===== config.mk =====
export PLATFORM = sky130hd
export DESIGN_NAME = mm_cdr_top
export DESIGN_NICKNAME = d
export VERILOG_FILES = /design/src/design/cdr_pkg.sv /design/src/design/mm_pd.sv /design/src/design/cdr_loop_filter.sv /design/src/design/cdr_snapshot.sv /design/src/design/mm_cdr_top.sv
export SDC_FILE = /design/constraint.sdc
export NUM_CORES = 1
export LEC_CHECK = 0
export ABC_AREA = 0
export BUFFER_PORTS_ARGS = -buffer_cell sky130_fd_sc_hd__buf_2
export CORE_UTILIZATION = 65
export CTS_BUF_LIST = sky130_fd_sc_hd__clkbuf_8 sky130_fd_sc_hd__clkbuf_16
export CTS_CLUSTER_SIZE = 10
export DETAILED_ROUTE_END_ITERATION = 8
export HOLD_SLACK_MARGIN = 0.1
export PLACE_DENSITY = 0.95
export SETUP_SLACK_MARGIN = 0.15
export SYNTH_ARGS = -nofsm -noshare
export SYNTH_HDL_FRONTEND = slang
export SYNTH_SLANG_ARGS = --single-unit

===== constraint.sdc =====
create_clock -name clk -period 8.15 [get_ports clk]
set_input_delay 1.63 -clock clk [delete_from_list [all_inputs] [get_ports clk]]
set_output_delay 1.63 -clock clk [all_outputs]
set_load 0.005 [all_outputs]

===== src/design/cdr_pkg.sv =====
package cdr_pkg;

    // adc and interpolator widths
    localparam int N_ADC = 8;
    localparam int N_TI  = 4;
    localparam int N_PI  = 8;

    // fractional bits carried by the loop estimators
    localparam int EST_SHIFT = 12;

    // gain fields are left-shift amounts
    localparam int GAIN_W = 4;

    // loop stays frozen this many cycles after reset release
    localparam int WARMUP_CYCLES = 32;

    // snapshot slots available in the consumer
    localparam int SNAP_CREDITS = 2;

    // detector accumulator, wide enough for the sum over all slices
    localparam int PD_SUM_W = N_ADC + 2 + $clog2(N_TI) + 1;

    // counter widths
    localparam int WARM_CNT_W = $clog2(WARMUP_CYCLES + 1);
    localparam int CREDIT_W   = $clog2(SNAP_CREDITS + 1);

    typedef logic signed [N_ADC-1:0] adc_sample_t;
    typedef adc_sample_t [N_TI-1:0] adc_word_t;

    typedef logic signed [N_ADC+1:0] phase_err_t;
    typedef logic signed [N_ADC+1+EST_SHIFT:0] est_t;
    typedef logic signed [PD_SUM_W-1:0] pd_sum_t;

    typedef logic [N_PI-1:0] pi_code_t;
    typedef logic [GAIN_W-1:0] gain_t;

    typedef logic [WARM_CNT_W-1:0] warm_cnt_t;
    typedef logic [CREDIT_W-1:0] credit_cnt_t;

    // runtime loop configuration, held static while the loop runs
    typedef struct packed {
        gain_t      kp;
        gain_t      ki;
        gain_t      kr;
        phase_err_t pd_offset;
        logic       invert;
        logic       en_freq_est;
        logic       en_ramp_est;
        logic       en_ext_pi;
        pi_code_t   ext_pi_ctl;
    } cdr_cfg_t;

    // loop state as seen by the snapshot path
    typedef struct packed {
        pi_code_t phase_est;
        est_t     freq_est;
        est_t     ramp_est;
    } cdr_snap_t;

endpackage


===== src/design/mm_pd.sv =====
`timescale 1ns/1ns

module mm_pd import cdr_pkg::*; (
    input  logic       clk,
    input  logic       ext_rstb,
    input  adc_word_t  adc_word_i,
    input  phase_err_t offset_i,
    output phase_err_t pd_err_o
);

    // last slice of the previous word, neighbour for slice 0
    adc_sample_t last_q;
    pd_sum_t     mm_sum;

    // x[k]*d[k-1] - x[k-1]*d[k] with d = sign decision (+1 or -1)
    function automatic pd_sum_t mm_term(adc_sample_t x_k, adc_sample_t x_n);
        pd_sum_t cur_ext;
        pd_sum_t nb_ext;
        pd_sum_t a;
        pd_sum_t b;
        cur_ext = pd_sum_t'(x_k);
        nb_ext  = pd_sum_t'(x_n);
        a = x_n[N_ADC-1] ? -cur_ext : cur_ext;
        b = x_k[N_ADC-1] ? -nb_ext : nb_ext;
        return a - b;
    endfunction

    always_comb begin
        adc_sample_t nb;
        mm_sum = '0;
        for (int i = 0; i < N_TI; i++) begin
            // slice 0 pairs with the tail of the last word
            nb = (i == 0) ? last_q : adc_word_i[i-1];
            mm_sum = mm_sum + mm_term(adc_word_i[i], nb);
        end
    end

    always_ff @(posedge clk or negedge ext_rstb) begin
        if (!ext_rstb) begin
            last_q   <= '0;
            pd_err_o <= '0;
        end else begin
            last_q   <= adc_word_i[N_TI-1];
            // result wraps into the error width
            pd_err_o <= phase_err_t'(mm_sum - pd_sum_t'(offset_i));
        end
    end

endmodule


===== src/design/cdr_loop_filter.sv =====
`timescale 1ns/1ns

module cdr_loop_filter import cdr_pkg::*; (
    input  logic       clk,
    input  logic       ext_rstb,
    input  logic       ramp_clock_i,
    input  phase_err_t pd_err_i,
    input  cdr_cfg_t   cfg_i,
    output pi_code_t   pi_ctl_o,
    output logic       freq_lvl_cross_o,
    output cdr_snap_t  live_o
);

    warm_cnt_t  warm_cnt;
    logic       run;

    phase_err_t err_inv_q;
    phase_err_t err_q;

    logic       ramp_ff;
    logic       ramp_sync;

    est_t       err_ext;
    est_t       err_kp;
    est_t       err_ki;
    est_t       err_kr;

    est_t       phase_q;
    est_t       phase_d;
    est_t       freq_q;
    est_t       freq_d;
    est_t       freq_upd;
    est_t       prev_freq_upd_q;
    est_t       ramp_pls_q;
    est_t       ramp_pls_upd;
    est_t       ramp_pls_d;
    est_t       ramp_neg_q;
    est_t       ramp_neg_upd;
    est_t       ramp_neg_d;

    pi_code_t   loop_code;

    // warm-up counter saturates at WARMUP_CYCLES and the loop runs from then on
    always_ff @(posedge clk or negedge ext_rstb) begin
        if (!ext_rstb) begin
            warm_cnt <= '0;
        end else if (!run) begin
            warm_cnt <= warm_cnt + 1'b1;
        end
    end

    assign run = (warm_cnt == warm_cnt_t'(WARMUP_CYCLES));

    // gains applied as left shifts on the sign-extended error
    assign err_ext = est_t'(err_q);
    assign err_kp  = err_ext <<< cfg_i.kp;
    assign err_ki  = err_ext <<< cfg_i.ki;
    assign err_kr  = err_ext <<< cfg_i.kr;

    always_comb begin
        // each half accumulates only during its own raw ramp half
        ramp_pls_upd = ramp_pls_q + (ramp_clock_i ? err_kr : est_t'(0));
        ramp_neg_upd = ramp_neg_q + (ramp_clock_i ? est_t'(0) : err_kr);
        ramp_pls_d   = cfg_i.en_ramp_est ? ramp_pls_upd : est_t'(0);
        ramp_neg_d   = cfg_i.en_ramp_est ? ramp_neg_upd : est_t'(0);

        freq_upd = err_ki + (ramp_sync ? ramp_pls_q : -ramp_neg_q);
        freq_d   = freq_q + (cfg_i.en_freq_est ? freq_upd : est_t'(0));

        phase_d  = phase_q + err_kp + freq_q;
    end

    always_ff @(posedge clk or negedge ext_rstb) begin
        if (!ext_rstb) begin
            err_inv_q        <= '0;
            err_q            <= '0;
            phase_q          <= '0;
            freq_q           <= '0;
            prev_freq_upd_q  <= '0;
            ramp_pls_q       <= '0;
            ramp_neg_q       <= '0;
            freq_lvl_cross_o <= 1'b0;
        end else begin
            err_inv_q        <= cfg_i.invert ? -pd_err_i : pd_err_i;
            err_q            <= run ? err_inv_q : '0;
            phase_q          <= run ? phase_d : '0;
            freq_q           <= run ? freq_d : '0;
            prev_freq_upd_q  <= run ? freq_upd : '0;
            ramp_pls_q       <= run ? ramp_pls_d : '0;
            ramp_neg_q       <= run ? ramp_neg_d : '0;
            // flag a rise of the frequency update
            freq_lvl_cross_o <= run && (freq_upd > prev_freq_upd_q);
        end
    end

    // two-flop synchronizer for the slow ramp clock
    always_ff @(posedge clk or negedge ext_rstb) begin
        if (!ext_rstb) begin
            ramp_ff   <= 1'b0;
            ramp_sync <= 1'b0;
        end else begin
            ramp_ff   <= ramp_clock_i;
            ramp_sync <= ramp_ff;
        end
    end

    assign loop_code = pi_code_t'(phase_q >>> EST_SHIFT);
    assign pi_ctl_o  = cfg_i.en_ext_pi ? cfg_i.ext_pi_ctl : loop_code;

    assign live_o.phase_est = loop_code;
    assign live_o.freq_est  = freq_upd;
    assign live_o.ramp_est  = ramp_clock_i ? ramp_pls_upd : ramp_neg_upd;

    a_warm_bound: assert property (@(posedge clk) disable iff (!ext_rstb)
        warm_cnt <= warm_cnt_t'(WARMUP_CYCLES));

endmodule


===== src/design/cdr_snapshot.sv =====
`timescale 1ns/1ns

module cdr_snapshot import cdr_pkg::*; (
    input  logic      clk,
    input  logic      ext_rstb,
    input  cdr_snap_t live_i,
    input  logic      snap_req_i,
    input  logic      snap_credit_i,
    output logic      snap_valid_o,
    output cdr_snap_t snap_data_o
);

    typedef enum logic [1:0] {
        WAIT,
        READY,
        SAMPLE
    } sampler_state_t;

    sampler_state_t state;
    logic           pending;
    credit_cnt_t    credit_q;

    // request edge detection with one capture per rising edge
    always_ff @(posedge clk or negedge ext_rstb) begin
        if (!ext_rstb) begin
            state <= WAIT;
        end else begin
            case (state)
                WAIT:    state <= snap_req_i ? WAIT : READY;
                // an edge while a snapshot is still pending is dropped
                READY:   if (snap_req_i) state <= pending ? WAIT : SAMPLE;
                SAMPLE:  state <= WAIT;
                default: state <= WAIT;
            endcase
        end
    end

    // live loop state taken in the SAMPLE state
    always_ff @(posedge clk) begin
        if (state == SAMPLE) begin
            snap_data_o <= live_i;
        end
    end

    assign snap_valid_o = pending && (credit_q != '0);

    always_ff @(posedge clk or negedge ext_rstb) begin
        if (!ext_rstb) begin
            pending  <= 1'b0;
            credit_q <= credit_cnt_t'(SNAP_CREDITS);
        end else begin
            if (state == SAMPLE) begin
                pending <= 1'b1;
            end else if (snap_valid_o) begin
                pending <= 1'b0;
            end
            // send and return in one cycle leave the count as is
            credit_q <= credit_q + credit_cnt_t'(snap_credit_i)
                        - credit_cnt_t'(snap_valid_o);
        end
    end

    a_credit_max: assert property (@(posedge clk) disable iff (!ext_rstb)
        credit_q <= credit_cnt_t'(SNAP_CREDITS));

    a_no_send_empty: assert property (@(posedge clk) disable iff (!ext_rstb)
        snap_valid_o |-> credit_q != '0);

endmodule


===== src/design/mm_cdr_top.sv =====
`timescale 1ns/1ns

module mm_cdr_top import cdr_pkg::*; (
    input  logic      clk,
    input  logic      ext_rstb,
    input  adc_word_t adc_word_i,
    input  logic      ramp_clock_i,
    input  cdr_cfg_t  cfg_i,
    input  logic      snap_req_i,
    input  logic      snap_credit_i,
    output pi_code_t  pi_ctl_o,
    output logic      freq_lvl_cross_o,
    output logic      snap_valid_o,
    output cdr_snap_t snap_data_o
);

    phase_err_t pd_err;
    cdr_snap_t  live;

    mm_pd u_pd (
        .clk        (clk),
        .ext_rstb   (ext_rstb),
        .adc_word_i (adc_word_i),
        .offset_i   (cfg_i.pd_offset),
        .pd_err_o   (pd_err)
    );

    cdr_loop_filter u_loop (
        .clk              (clk),
        .ext_rstb         (ext_rstb),
        .ramp_clock_i     (ramp_clock_i),
        .pd_err_i         (pd_err),
        .cfg_i            (cfg_i),
        .pi_ctl_o         (pi_ctl_o),
        .freq_lvl_cross_o (freq_lvl_cross_o),
        .live_o           (live)
    );

    // debug path, snapshots go out under credit flow control
    cdr_snapshot u_snap (
        .clk           (clk),
        .ext_rstb      (ext_rstb),
        .live_i        (live),
        .snap_req_i    (snap_req_i),
        .snap_credit_i (snap_credit_i),
        .snap_valid_o  (snap_valid_o),
        .snap_data_o   (snap_data_o)
    );

endmodule


==> run summary <==
Leakage = 0.00912 uW
Initial Util = 66.0%
Worst-path clk slew = 0.05 ns
Antenna cells = 0
Worst path max stage delay = 0.57 ns
First-pass GRT wire length = 74600 um
Cts hold-fix bufs = 0
DRT antenna net count = 0
Max FO, Critical Path = 15
Total power = 9240 uW
Yosys reg bits = 210
Synthesized area = 17700 sq um
1st-iter DRT viols = 1637
CP Launch Type = input pin
Min-delay worst type = reg2reg
Total nets after synthesis = 2232
Worst setup path end = u_loop.freq_lvl_cross_o
Area occupied by multi-input gates = 11500 sq um
Wirelength, routed = 46200 um
CORE AREA = 26800 sq um
GRT Total Usage = 33.4%
Worst-Skew Late Latency = 0.54 ns
Max Cap Violations = 0
Ys flop type = dfrtp_1
Critical path's most frequent cell = a21oi_1
Layout area overhead = 9.22%
Post-layout minimum cycle time = 6.22 ns
Vias in the first global route = 15.1k
Fraction of layout cells with a size suffix above 1 = 10.0%
DPL Wire Length = 34100 um
Number of synthesized flops with an enable pin = 52
Htree depth = 1
Distinct cells, synth = 72
Syn Area/Cell = 9.15 sq um
# Post-CTS Setup Buffers = 0
DR WL/cell = 19.3 um
Setup TNS = 0 ns
# fillers = 1883
Fin cells = 2388
Placed cell count = 2346
Skew final = 0.0197 ns
CTS Sinks = 210
Slowest-stage cell, CP = a221oi_1
Fraction of registers with async set/reset = 75.2%
Crit. Startpoint = cfg_i[26]
Sequential Area = 5520 sq um
RD Place Congestion = 0.936
Vias per inst = 6.33
Final setup vio count = 0
CP Data Required Time = 8.61 ns
Die Y = 167 um
PwrDens = 478 nW/um^2
CTS tree = done
Reg2reg path depth = 19
CP cell instances = buf_2 -> mux2i_1 -> a21oi_1 -> and2_1 -> a31oi_1 -> nor2_1 -> ha_1 -> and3_1 -> a221oi_1 -> a211oi_1 -> nor3_1 -> o31ai_1 -> a21o_1 -> a21oi_1 -> xnor2_1 -> ha_1 -> nand3_1 -> nor2_1 -> nand2_1 -> nor2_1 -> o21ai_0 -> a21oi_1 -> o21ai_0 -> a21oi_1
Setup CP Type = in2reg
Grt ovf = 0
Unrepaired setup endpoints after global routing = no
Die ar. = 27900 sq um
Fin util = 72.1%
Synth warn = 0
Vias = 15.1k
Initial antenna violation count = 1
Worst hold slack = 0.377 ns
# rows = 60
CTS Root Cell = clkbuf_16
Final hold viol count = 0
# IOs = 133
Max Slew Vio Count = 0
Mapped Cells = 1934
Arr. time, crit path = 6.68 ns
Drt drc = 0
Status = completed
Relative slew slack = 22.8%
R2r endpoint = u_loop.freq_q[18]
CTS resizes = 0
Fmax = 0.161 GHz
CP endpoint kind = register
DIE WIDTH = 167 um
FF-to-FF Start = u_loop.ramp_neg_q[5]
Worst Tran Pin Value = 1.13 ns
Max VDD drop = 284 uV
Register area share after synthesis = 31.2%
I/O Buffers = 132
Layout net count = 2330
Clock Path Buffers = 3
Final worst path period share = 76.3%
DR pass1 iterations = 6
CTS Buf Count = 25
Pin count of the biggest net entering global routing = 91
Register-to-register setup slack = 2.18 ns
-- how the worst min path moves through the flow --
stage	start	to	slack [ns]	cells after the start
2_1_floorplan	u_loop.ramp_ff	u_loop.ramp_sync	0.33	0
3_3_place_gp	u_loop.ramp_ff	u_loop.ramp_sync	0.33	0
3_5_place_dp	u_loop.ramp_ff	u_loop.ramp_sync	0.35	0
5_1_grt	u_loop.ramp_ff	u_loop.ramp_sync	0.39	0
6_report	u_loop.ramp_ff	u_loop.ramp_sync	0.38	0
4_1_cts	u_loop.ramp_ff	u_loop.ramp_sync	0.38	0
-- flip-flops by register name, indices dropped and copies added (netlist names), 6 cells and up --
register and count:
u_loop.err_q 10, u_loop.ramp_pls_q 22, u_snap.snap_data_o 52, u_pd.last_q 8
u_loop.phase_q 20, u_loop.ramp_neg_q 22, u_pd.pd_err_o 10, u_loop.freq_q 20
u_loop.prev_freq_upd_q 22, u_loop.err_inv_q 10, u_loop.warm_cnt 6
-- critical path, delay by kind of cell --
kind / cells / cell delay (ns)
mux: 1 / 0.31
simple gates: 8 / 1.36
buf+inv: 1 / 0.28
fa+ha+maj: 2 / 0.74
compound gates: 11 / 2.22
xor+xnor: 1 / 0.14
-- cell usage after synthesis (7+ instances only) --
master,instances,area [sq um]
a211oi_1,29,218
a21o_1,34,255
a21oi_1,114,571
a31oi_1,10,62.6
and2_1,60,375
and3_1,31,194
clkbuf_1,64,240
dfrtp_1,157,3930
edfxtp_1,52,1560
fa_1,83,1660
ha_1,144,1800
inv_1,119,447
mux2_2,19,214
mux2i_1,38,380
nand2_1,165,619
nand2b_1,26,163
nand3_1,30,150
nor2_1,203,762
nor2b_1,30,188
nor3_1,43,215
o21a_1,24,180
o21ai_0,37,185
o21ai_1,70,350
o21bai_1,9,67.6
o22ai_1,11,68.8
o31ai_1,10,75.1
or2_1,7,43.8
or3_1,28,175
xnor2_1,129,1130
xor2_1,66,578
-- cell families (layout without fill, tap and decap cells) --
| family | count (synthesis) | after routing | synth area share, % |
|---|---|---|---|
| AOI/OAI and AO/OA | 395 | 395 | 13.8 |
| buffers and inverters | 193 | 306 | 4.12 |
| muxes | 64 | 64 | 4.00 |
| DFF | 210 | 210 | 31.2 |
| adders and majority gates | 227 | 227 | 19.6 |
| and+or+nand+nor | 649 | 649 | 17.6 |
| xor gates and xnor gates | 196 | 196 | 9.75 |
-- routing by layer --
metal	global-route usage, %	wire (um)
met5	0	13
met3	5.37	3690
met2	57.0	22200
met4	14.7	2020
met1	42.0	18200
-- power breakdown --
| part | internal, uW | switching, uW | total [uW] |
|---|---|---|---|
| sequential | 1570 | 308 | 1880 |
| combinational | 2750 | 3590 | 6340 |
| clock | 571 | 448 | 1020 |
-- area by class of cell --
type / instances / share of cell area (%)
multi-input cells: 1531 / 59.3
flip-flops and latches: 210 / 28.6
repair buffers: 140 / 3.76
clock buffers: 27 / 3.38
inverters: 124 / 2.41
well taps: 341 / 2.21
clock inverters: 15 / 0.382
-- placed cells by master (no fill, tap or decap), drive strengths merged, types with 29 or more instances in the layout --
cell,instances
a211oi,29
edfxtp,52
and2,60
xnor2,130
mux2i,38
a21o,34
and3,31
o21ai,108
nand2,165
dfrtp,157
buf,140
nand3,30
inv,137
fa,83
nor3,44
nor2b,30
xor2,66
nor2,203
ha,144
a21oi,114
-- stage by stage --
step | area [sq um] | setup slack, ns
2_1_floorplan | 17700 | 1.73
3_3_place_gp | 18600 | 1.78
3_5_place_dp | 18600 | 1.49
4_1_cts | 19300 | 2.01
5_1_grt | 19300 | 1.55
6_report | 19300 | 1.93
Power figures use the tool's default switching activity.
